### config.mk
export PLATFORM = sky130hd
export DESIGN_NAME = dl11_top
export DESIGN_NICKNAME = d
export VERILOG_FILES = /design/src/dl11_pkg.sv /design/src/dl11_uart_if.sv /design/src/dl11_top.sv /design/src/dl11_regs.sv /design/src/dl11_uart_rx.sv /design/src/dl11_uart_tx.sv /design/src/dl11_baud.sv
export SDC_FILE = /design/constraint.sdc
export NUM_CORES = 1
export LEC_CHECK = 0
export BUFFER_PORTS_ARGS = -buffer_cell sky130_fd_sc_hd__buf_2
export CAP_MARGIN = 25
export CORE_MARGIN = 10
export CORE_UTILIZATION = 30
export CTS_BUF_LIST = sky130_fd_sc_hd__clkbuf_16
export DETAILED_ROUTE_END_ITERATION = 6
export GPL_TIMING_DRIVEN = 0
export MAX_ROUTING_LAYER = met4
export PLACE_DENSITY = 0.56
export REMOVE_ABC_BUFFERS = 1
export SETUP_SLACK_MARGIN = 0.2
export SYNTH_ARGS = -nofsm -noshare
export SYNTH_HDL_FRONTEND = slang
export SYNTH_SLANG_ARGS = --single-unit
export TNS_END_PERCENT = 1
### constraint.sdc
create_clock -name clk -period 4.1 [get_ports clk]
set_input_delay 0.41 -clock clk [delete_from_list [all_inputs] [get_ports clk]]
set_output_delay 0.41 -clock clk [all_outputs]
set_load 0.05 [all_outputs]
### src/dl11_pkg.sv
// **************************************
// shared constants and types for the DL11 console line unit
// baud divider is fixed at build time, no runtime rate select
// one bit lasts BAUD_DIV * OVERSAMPLE clk cycles
// **************************************

package dl11_pkg;

   // I/O page address and data word
   typedef logic [12:0] addr_t;
   typedef logic [15:0] word_t;

   // register offsets inside the I/O page (octal)
   localparam addr_t ADDR_RCSR = 13'o17560;
   localparam addr_t ADDR_RBUF = 13'o17562;
   localparam addr_t ADDR_XCSR = 13'o17564;
   localparam addr_t ADDR_XBUF = 13'o17566;

   // status word bit positions
   localparam int CSR_IE_BIT  = 6;
   localparam int CSR_RDY_BIT = 7;

   // interrupt vectors, receive has priority
   localparam logic [7:0] VEC_RX = 8'o060;
   localparam logic [7:0] VEC_TX = 8'o064;

   // clk cycles per oversample tick
   localparam logic [15:0] BAUD_DIV = 16'd4;

   // oversample ticks per serial bit
   localparam int OVERSAMPLE = 16;
   localparam int OS_W       = $clog2(OVERSAMPLE);
   localparam logic [OS_W-1:0] OS_LAST = OS_W'(OVERSAMPLE - 1);
   localparam logic [OS_W-1:0] OS_HALF = OS_W'(OVERSAMPLE / 2 - 1);

   // host side state machines
   typedef enum logic [1:0] {TTO_IDLE, TTO_WAIT_ACK, TTO_WAIT_ACK_LOW, TTO_WAIT_EMPTY} tto_state_e;
   typedef enum logic [1:0] {TTI_IDLE, TTI_WAIT_ACK, TTI_WAIT_ACK_LOW, TTI_FULL} tti_state_e;

   // serial side state machines
   typedef enum logic [1:0] {TX_IDLE, TX_START, TX_DATA, TX_STOP} tx_state_e;
   typedef enum logic [1:0] {RX_IDLE, RX_START, RX_DATA, RX_STOP} rx_state_e;

endpackage
### src/dl11_uart_if.sv
// **************************************
// level handshakes between the register block and the UART halves
// req is held until ack rises, ack drops once req is low
// **************************************

`timescale 1ns/1ps

interface dl11_uart_if;

   // transmit load
   logic       ld_tx_req;
   logic       ld_tx_ack;
   logic [7:0] tx_data;
   logic       tx_empty;

   // receive unload
   logic       uld_rx_req;
   logic       uld_rx_ack;
   logic [7:0] rx_data;
   logic       rx_empty;

   modport regs (
      output ld_tx_req, tx_data, uld_rx_req,
      input  ld_tx_ack, tx_empty, uld_rx_ack, rx_data, rx_empty
   );

   modport tx (
      input  ld_tx_req, tx_data,
      output ld_tx_ack, tx_empty
   );

   modport rx (
      input  uld_rx_req,
      output uld_rx_ack, rx_data, rx_empty
   );

endinterface

### src/dl11_top.sv
// **************************************
// DL11 console line unit, single clock domain
// serial side fixed 8N1, rate set by the package constants
// **************************************

`timescale 1ns/1ps

module dl11_top
   import dl11_pkg::*;
(
   input  logic       clk,
   input  logic       reset,
   input  addr_t      iopage_addr,
   input  word_t      data_in,
   input  logic       iopage_rd,
   input  logic       iopage_wr,
   input  logic       iopage_byte_op,
   output word_t      data_out,
   output logic       decode,
   output logic       interrupt,
   output logic [7:0] vector,
   output logic       rs232_tx,
   input  logic       rs232_rx
);

   logic tick;

   dl11_uart_if uart_if ();

   dl11_baud dl11_baud_inst (
      .clk   (clk),
      .reset (reset),
      .tick  (tick)
   );

   dl11_uart_tx dl11_uart_tx_inst (
      .clk      (clk),
      .reset    (reset),
      .tick     (tick),
      .uif      (uart_if.tx),
      .rs232_tx (rs232_tx)
   );

   dl11_uart_rx dl11_uart_rx_inst (
      .clk      (clk),
      .reset    (reset),
      .tick     (tick),
      .rs232_rx (rs232_rx),
      .uif      (uart_if.rx)
   );

   dl11_regs dl11_regs_inst (
      .clk            (clk),
      .reset          (reset),
      .iopage_addr    (iopage_addr),
      .data_in        (data_in),
      .iopage_rd      (iopage_rd),
      .iopage_wr      (iopage_wr),
      .iopage_byte_op (iopage_byte_op),
      .data_out       (data_out),
      .decode         (decode),
      .interrupt      (interrupt),
      .vector         (vector),
      .uif            (uart_if.regs)
   );

endmodule

### src/dl11_regs.sv
// **************************************
// DL11 register block, four words at 17560..17566
// decode ignores address bit 0, odd byte lane rule applies
// one interrupt request line, receive vector wins
// **************************************

`timescale 1ns/1ps

module dl11_regs
   import dl11_pkg::*;
(
   input  logic        clk,
   input  logic        reset,
   input  addr_t       iopage_addr,
   input  word_t       data_in,
   input  logic        iopage_rd,
   input  logic        iopage_wr,
   input  logic        iopage_byte_op,
   output word_t       data_out,
   output logic        decode,
   output logic        interrupt,
   output logic [7:0]  vector,
   dl11_uart_if.regs   uif
);

   logic       sel_rcsr;
   logic       sel_rbuf;
   logic       sel_xcsr;
   logic       sel_xbuf;
   word_t      reg_out;
   word_t      reg_in;
   word_t      tto_data;
   logic       rx_ie;
   logic       tx_ie;
   logic       tto_ready;
   logic       tti_full;
   logic       tto_data_wr;
   logic       tti_data_rd;
   logic       rx_int;
   logic       tx_int;
   tto_state_e tto_state;
   tti_state_e tti_state;

   // word decode
   assign sel_rcsr = iopage_addr[12:1] == ADDR_RCSR[12:1];
   assign sel_rbuf = iopage_addr[12:1] == ADDR_RBUF[12:1];
   assign sel_xcsr = iopage_addr[12:1] == ADDR_XCSR[12:1];
   assign sel_xbuf = iopage_addr[12:1] == ADDR_XBUF[12:1];
   assign decode   = sel_rcsr || sel_rbuf || sel_xcsr || sel_xbuf;

   always_comb
   begin
      reg_out = '0;
      if (iopage_rd)
      begin
         if (sel_rcsr)
         begin
            reg_out[CSR_RDY_BIT] = tti_full;
            reg_out[CSR_IE_BIT]  = rx_ie;
         end
         else if (sel_rbuf)
            reg_out = {8'h00, uif.rx_data};
         else if (sel_xcsr)
         begin
            reg_out[CSR_RDY_BIT] = tto_ready;
            reg_out[CSR_IE_BIT]  = tx_ie;
         end
         else if (sel_xbuf)
            reg_out = tto_data;
      end
   end

   // odd byte read returns the high byte in the low lane
   assign data_out = iopage_byte_op ?
                     {8'h00, iopage_addr[0] ? reg_out[15:8] : reg_out[7:0]} : reg_out;

   // odd byte write takes its data from the high lane
   assign reg_in = (iopage_byte_op && iopage_addr[0]) ? {8'h00, data_in[15:8]} : data_in;

   always_ff @(posedge clk)
   begin
      if (reset)
      begin
         tto_data <= '0;
         rx_ie    <= 1'b0;
         tx_ie    <= 1'b0;
      end
      else if (iopage_wr)
      begin
         if (sel_rcsr)
            rx_ie <= reg_in[CSR_IE_BIT];
         if (sel_xcsr)
            tx_ie <= reg_in[CSR_IE_BIT];
         if (sel_xbuf)
            tto_data <= reg_in;
      end
   end

   assign tto_data_wr = iopage_wr && sel_xbuf;
   assign tti_data_rd = iopage_rd && sel_rbuf;

   // tto: hand the character over, then hold ready low until the frame is out
   always_ff @(posedge clk)
   begin
      if (reset)
         tto_state <= TTO_IDLE;
      else
         case (tto_state)
            TTO_IDLE:         if (tto_data_wr) tto_state <= TTO_WAIT_ACK;
            TTO_WAIT_ACK:     if (uif.ld_tx_ack) tto_state <= TTO_WAIT_ACK_LOW;
            TTO_WAIT_ACK_LOW: if (!uif.ld_tx_ack) tto_state <= TTO_WAIT_EMPTY;
            TTO_WAIT_EMPTY:   if (uif.tx_empty) tto_state <= TTO_IDLE;
            default:          tto_state <= TTO_IDLE;
         endcase
   end

   // tti: pull the character out of the UART, then wait for the host read
   always_ff @(posedge clk)
   begin
      if (reset)
         tti_state <= TTI_IDLE;
      else
         case (tti_state)
            TTI_IDLE:         if (!uif.rx_empty) tti_state <= TTI_WAIT_ACK;
            TTI_WAIT_ACK:     if (uif.uld_rx_ack) tti_state <= TTI_WAIT_ACK_LOW;
            TTI_WAIT_ACK_LOW: if (!uif.uld_rx_ack) tti_state <= TTI_FULL;
            TTI_FULL:         if (tti_data_rd) tti_state <= TTI_IDLE;
            default:          tti_state <= TTI_IDLE;
         endcase
   end

   assign uif.ld_tx_req  = tto_state == TTO_WAIT_ACK;
   assign uif.tx_data    = tto_data[7:0];
   assign uif.uld_rx_req = tti_state == TTI_WAIT_ACK;
   assign tto_ready      = tto_state == TTO_IDLE;
   assign tti_full       = tti_state == TTI_FULL;

   assign rx_int = rx_ie && tti_full;
   assign tx_int = tx_ie && tto_ready;
   assign vector = rx_int ? VEC_RX : (tx_int ? VEC_TX : 8'h00);

   always_ff @(posedge clk)
   begin
      if (reset)
         interrupt <= 1'b0;
      else
         interrupt <= rx_int || tx_int;
   end

   // a request raised from idle is answered by the UART half in the next cycle
   a_tx_req_ack : assert property (@(posedge clk) disable iff (reset)
                                   $rose(uif.ld_tx_req) |=> uif.ld_tx_ack);
   a_rx_req_ack : assert property (@(posedge clk) disable iff (reset)
                                   $rose(uif.uld_rx_req) |=> uif.uld_rx_ack);

endmodule

### src/dl11_uart_rx.sv
// **************************************
// 8N1 receiver with one character holding register
// a new frame overwrites an unread character, overrun is silent
// frames with a low stop bit are dropped
// **************************************

`timescale 1ns/1ps

module dl11_uart_rx
   import dl11_pkg::*;
(
   input  logic   clk,
   input  logic   reset,
   input  logic   tick,
   input  logic   rs232_rx,
   dl11_uart_if.rx uif
);

   rx_state_e       state;
   logic [OS_W-1:0] os_cnt;
   logic [2:0]      bit_cnt;
   logic [7:0]      shreg;
   logic            rx_s1;
   logic            rx_s2;
   logic            rx_prev;
   logic            fall;

   // two flop synchronizer plus one stage for edge detect
   always_ff @(posedge clk)
   begin
      if (reset)
      begin
         rx_s1   <= 1'b1;
         rx_s2   <= 1'b1;
         rx_prev <= 1'b1;
      end
      else
      begin
         rx_s1   <= rs232_rx;
         rx_s2   <= rx_s1;
         rx_prev <= rx_s2;
      end
   end

   assign fall = rx_prev && !rx_s2;

   always_ff @(posedge clk)
   begin
      if (reset)
      begin
         state          <= RX_IDLE;
         os_cnt         <= '0;
         bit_cnt        <= '0;
         uif.uld_rx_ack <= 1'b0;
         uif.rx_empty   <= 1'b1;
         uif.rx_data    <= '0;
      end
      else
      begin
         // unload handshake empties the holding register
         if (uif.uld_rx_req && !uif.uld_rx_ack)
         begin
            uif.uld_rx_ack <= 1'b1;
            uif.rx_empty   <= 1'b1;
         end
         else if (!uif.uld_rx_req)
            uif.uld_rx_ack <= 1'b0;

         case (state)
            RX_IDLE:
               if (fall)
               begin
                  state  <= RX_START;
                  os_cnt <= '0;
               end
            RX_START:
               if (tick)
               begin
                  if (os_cnt == OS_HALF)
                  begin
                     // line still low at mid start bit
                     state   <= rx_s2 ? RX_IDLE : RX_DATA;
                     os_cnt  <= '0;
                     bit_cnt <= '0;
                  end
                  else
                     os_cnt <= os_cnt + OS_W'(1);
               end
            RX_DATA:
               if (tick)
               begin
                  if (os_cnt == OS_LAST)
                  begin
                     os_cnt  <= '0;
                     shreg   <= {rx_s2, shreg[7:1]};
                     bit_cnt <= bit_cnt + 3'd1;
                     if (bit_cnt == 3'd7)
                        state <= RX_STOP;
                  end
                  else
                     os_cnt <= os_cnt + OS_W'(1);
               end
            RX_STOP:
               if (tick)
               begin
                  if (os_cnt == OS_LAST)
                  begin
                     state <= RX_IDLE;
                     if (rx_s2)
                     begin
                        uif.rx_data  <= shreg;
                        uif.rx_empty <= 1'b0;
                     end
                  end
                  else
                     os_cnt <= os_cnt + OS_W'(1);
               end
            default:
               state <= RX_IDLE;
         endcase
      end
   end

endmodule

### src/dl11_uart_tx.sv
// **************************************
// 8N1 transmitter, LSB first, no parity
// a load is only taken while the line is idle and empty
// **************************************

`timescale 1ns/1ps

module dl11_uart_tx
   import dl11_pkg::*;
(
   input  logic   clk,
   input  logic   reset,
   input  logic   tick,
   dl11_uart_if.tx uif,
   output logic   rs232_tx
);

   tx_state_e       state;
   logic [OS_W-1:0] os_cnt;
   logic [2:0]      bit_cnt;
   logic [7:0]      shreg;

   always_ff @(posedge clk)
   begin
      if (reset)
      begin
         state         <= TX_IDLE;
         os_cnt        <= '0;
         bit_cnt       <= '0;
         rs232_tx      <= 1'b1;
         uif.ld_tx_ack <= 1'b0;
         uif.tx_empty  <= 1'b1;
      end
      else
      begin
         // load handshake
         if (uif.ld_tx_req && !uif.ld_tx_ack && uif.tx_empty)
         begin
            shreg         <= uif.tx_data;
            uif.ld_tx_ack <= 1'b1;
            uif.tx_empty  <= 1'b0;
         end
         else if (!uif.ld_tx_req)
            uif.ld_tx_ack <= 1'b0;

         if (tick)
         begin
            case (state)
               TX_IDLE:
                  if (!uif.tx_empty)
                  begin
                     state    <= TX_START;
                     os_cnt   <= '0;
                     rs232_tx <= 1'b0;
                  end
               TX_START:
                  if (os_cnt == OS_LAST)
                  begin
                     state    <= TX_DATA;
                     os_cnt   <= '0;
                     bit_cnt  <= '0;
                     rs232_tx <= shreg[0];
                  end
                  else
                     os_cnt <= os_cnt + OS_W'(1);
               TX_DATA:
                  if (os_cnt == OS_LAST)
                  begin
                     os_cnt <= '0;
                     if (bit_cnt == 3'd7)
                     begin
                        state    <= TX_STOP;
                        rs232_tx <= 1'b1;
                     end
                     else
                     begin
                        bit_cnt  <= bit_cnt + 3'd1;
                        shreg    <= shreg >> 1;
                        rs232_tx <= shreg[1];
                     end
                  end
                  else
                     os_cnt <= os_cnt + OS_W'(1);
               TX_STOP:
                  if (os_cnt == OS_LAST)
                  begin
                     // frame has left, ready for the next load
                     state        <= TX_IDLE;
                     uif.tx_empty <= 1'b1;
                  end
                  else
                     os_cnt <= os_cnt + OS_W'(1);
               default:
                  state <= TX_IDLE;
            endcase
         end
      end
   end

   a_idle_mark : assert property (@(posedge clk) disable iff (reset) (state == TX_IDLE) |-> rs232_tx);

endmodule

### src/dl11_baud.sv
// **************************************
// oversample tick generator, one clk wide pulse
// needs BAUD_DIV of at least 2
// **************************************

`timescale 1ns/1ps

module dl11_baud
   import dl11_pkg::*;
(
   input  logic clk,
   input  logic reset,
   output logic tick
);

   logic [15:0] div_cnt;

   always_ff @(posedge clk)
   begin
      if (reset)
      begin
         div_cnt <= '0;
         tick    <= 1'b0;
      end
      else if (div_cnt == BAUD_DIV - 16'd1)
      begin
         div_cnt <= '0;
         tick    <= 1'b1;
      end
      else
      begin
         div_cnt <= div_cnt + 16'd1;
         tick    <= 1'b0;
      end
   end

   // both UART halves assume isolated single cycle ticks
   a_tick_single : assert property (@(posedge clk) disable iff (reset) tick |=> !tick);

endmodule

==> run_results.csv <==
group,metric,value,unit
placed_design,routabilityCongestion,0.8304,
setup_path,rr_startpoint,"dl11_uart_tx_inst.state[0]",
clocking,hold_buffers,0,
clocking,clk_latency,350,ps
synthesis,yosysUniqueCellTypes,68,
worst_hold_path,worst_hold_path_type,"input port to register",
synthesis,synth_area,4633,µm²
timing,finalSetupViolCount,0,
global_route,grt_util_all_layers,10.68,%
setup_path,r2r-end,"dl11_uart_tx_inst.bit_cnt[0]",
setup_path,r2r_cells,6,
floorplan,ios,62,
placed_design,dp_hpwl,7766,µm
synthesis,synthCells,515,
global_route,overflow,0,
timing,slew_headroom,36.55,%
setup_path,arrival,2340,ps
synthesis,synthArstFlopShare,0,%
setup_path,path_buf_inv,2,
finish,instances_no_fill,750,
global_route,antenna_found_initial,0,
synthesis,synth_most_common_cell,"dfxtp_1",
finish,fillers,1537,
floorplan,die_height,144.3,µm
setup_path,crit_end,"data_out[6]",
clocking,cts_buffers,9,
global_route,grt_pass1_vias,3634,
floorplan,core,15150,µm²
route,vias_per_cell,5.095,
synthesis,yosysSeqAreaShare,42.34,%
synthesis,synth_edf_count,16,
setup_path,critical_path.max_stage_delay,590,ps
route,drc,0,
synthesis,synth_top_area_share,31.97,%
pwr,peakVddDrop,208.3,µV
timing,fin_crit_sh,67.13,%
finish,drive_gt1_share,16.55,%
route,route.detailed.wl_per_inst,14.33,µm
clocking,ctsResizeCount,0,
floorplan,num_rows,45,
status,status,"completed",
timing,max_freq,363.3,MHz
clocking,htree_levels,3,
synthesis,synth.avg_cell_area,8.996,µm²
timing,slew_viol_final,0,
finish,final_area,5346,µm²
setup_path,crit_family,"simple AND/OR/NAND/NOR gates",
placed_design,placed_cells,733,
clocking,cts_tree,"yes",
synthesis,ys_ff_latch,90,
floorplan,initial_utilization,30.59,%
route,drt_iter0_drc,178,
synthesis,yosysWarnings,0,
synthesis,yosys.area.top_type,"dfxtp_1",
clocking,cts-root-buf,"clkbuf_16",
timing,fin_skew,8.799,ps
synthesis,synth_ff_type,"dfxtp_1",
clocking,cts_max_path_buffers,2,
finish,utilization,35.30,%
setup_path,path_cells,"buf_2 -> nand2b_1 -> or4_4 -> or2_0 -> o31ai_2 -> buf_2",
setup_path,worst_path_most_repeated_cell,"buf_2",
synthesis,synth_common_cells,"dfxtp_1, nand2_1, nor2_1",
setup_path,cp.depth,6,
placed_design,place_area,5046,µm²
placed_design,port_buffers,56,
setup_path,crit_fanout,9,
route,ant_nets,0,
clocking,postCtsSetupRepairBufs,0,
setup_path,criticalPathCategory,"input port to primary output",
route,drt_wl_total,10740,µm
setup_path,startpoint,"iopage_addr[7]",
setup_path,start_kind,"input port",
floorplan,fp.dieW,144.3,µm
finish,n_antenna_cell,0,
timing,period_needed,2752,ps
setup_path,regToRegSetupSlack,1960,ps
setup_path,worst_path_max_delay_cell,"or4_4",
global_route,grt_pass1_wl,17690,µm
pwr,power.density,364.9,nW/µm²
route,dr_total_vias,3821,
route,first_pass_iters,4,
setup_path,cp-end-kind,"primary output",
flow_run,drv_cap,0,
setup_path,worstPathRequired,3690,ps
finish,final_net_count,614,
clocking,clock_sinks,90,
timing,grt_setup_unrepaired,"no",
timing,final.setup.tns,0,ps
finish,area_growth,15.39,%
floorplan,die-area,20820,µm²
clocking,clk_pin_slew_worst_paths,60,ps
timing,tightest_slew,943.9,ps
global_route,grt_max_degree,57,
timing,finalHoldViolations,0,
pwr,leakagePower,0.002035,µW
synthesis,synth.area.top_cells,"dfxtp_1, edfxtp_1, ha_1",
## metal layers
layer | track usage [%] | vias up | part of all wire (%)
met2 | 16.00 | 93 | 43
met1 | 13.22 | 1774 | 48
met5 | - | - | 0
met4 | 2.872 | 0 | 0.56
met3 | 4.100 | 7 | 7.7
li1 | - | 1947 | -
## how the worst min path moves through the flow
stage,from,to,slack (ps),cells past startpoint
after floorplan,dl11_uart_rx_inst.rx_s1,dl11_uart_rx_inst.rx_s2,390,1
after global placement,dl11_uart_rx_inst.rx_s1,dl11_uart_rx_inst.rx_s2,390,1
after detailed placement,dl11_uart_rx_inst.rx_s1,dl11_uart_rx_inst.rx_s2,390,1
after CTS,rs232_rx,dl11_uart_rx_inst.rx_s1,240,2
after global routing,rs232_rx,dl11_uart_rx_inst.rx_s1,240,2
final,rs232_rx,dl11_uart_rx_inst.rx_s1,250,2
## sequential cells by signal (all words and copies together), names as in the netlist, 2 cells and up, named ones only
signal / flops
dl11_baud_inst.div_cnt: 16
dl11_regs_inst.tti_state: 2
dl11_regs_inst.tto_data: 16
dl11_regs_inst.tto_state: 2
dl11_uart_rx_inst.bit_cnt: 3
dl11_uart_rx_inst.os_cnt: 4
dl11_uart_rx_inst.shreg: 8
dl11_uart_rx_inst.uif.rx_data: 8
dl11_uart_tx_inst.bit_cnt: 3
dl11_uart_tx_inst.os_cnt: 4
dl11_uart_tx_inst.shreg: 8
dl11_uart_tx_inst.state: 2
## layout by cell type, fill, tap and decap left out, types with 4 or more instances in the layout
cell type | Yosys | layout
nand4_1 | 12 | 12
o2bb2ai_1 | 5 | 5
conb_1 | 1 | 5
buf_2 | 4 | 56
nor4_1 | 11 | 10
mux2i_1 | 20 | 20
nand3_1 | 20 | 20
nand2b_1 | 4 | 4
nand2_1 | 60 | 60
clkbuf_16 | 0 | 9
xnor2_1 | 10 | 10
nor2_1 | 44 | 44
a21oi_1 | 30 | 30
edfxtp_1 | 16 | 16
and2_1 | 8 | 8
a211oi_1 | 4 | 4
xor2_1 | 4 | 4
nor3_1 | 12 | 12
inv_1 | 19 | 21
dfxtp_1 | 74 | 74
o21ai_0 | 27 | 27
a311oi_1 | 7 | 7
or2_2 | 6 | 6
nor2b_1 | 6 | 6
ha_1 | 22 | 22
## worst reg2reg max path, stage by stage, from the launching register on
cell	delay [ps]
dfxtp_1	360
inv_1	100
ha_1	300
or2_2	330
a21boi_0	190
or4b_2	670
a21oi_1	130
## logic make-up after synthesis
kind of cell / after synthesis / share of synthesized area (%)
compound gates: 107 / 15.74
xor+xnor: 14 / 2.646
fa+ha+maj: 22 / 5.941
buf+inv: 50 / 4.645
flops: 90 / 42.34
mux: 23 / 5.536
other cells: 1 / 0.08094
simple gates: 208 / 23.06
## metrics by stage
stage	hold slack [ps]	worst slack, ps	power [µW]
finish	250.8	1348	1951
global route	238.7	1237	2043
CTS	235.8	1349	1973
detailed placement	394.2	1276	1205
global placement	392.4	1325	1195
floorplan	389.5	1093	1131
## report_power, final
| part | switching (µW) | internal, µW | total (µW) |
|---|---|---|---|
| sequential | 28.8 | 941 | 970 |
| clock | 352 | 409 | 761 |
| combinational | 131 | 89.4 | 220 |
| total | 511 | 1440 | 1950 |
## cell type report
cell class                 instances  area [µm²]  area share [%]
multi-input combinational        379        2486           46.50
timing repair buffer              58       319.1           5.968
clock buffer                       9       225.2           4.212
sequential                        90        1962           36.70
inverter                          19       71.32           1.334
tap                              188       235.2           4.400
clock inverter                     7       47.55          0.8893
No activity file was read; power rests on OpenSTA's default activity.
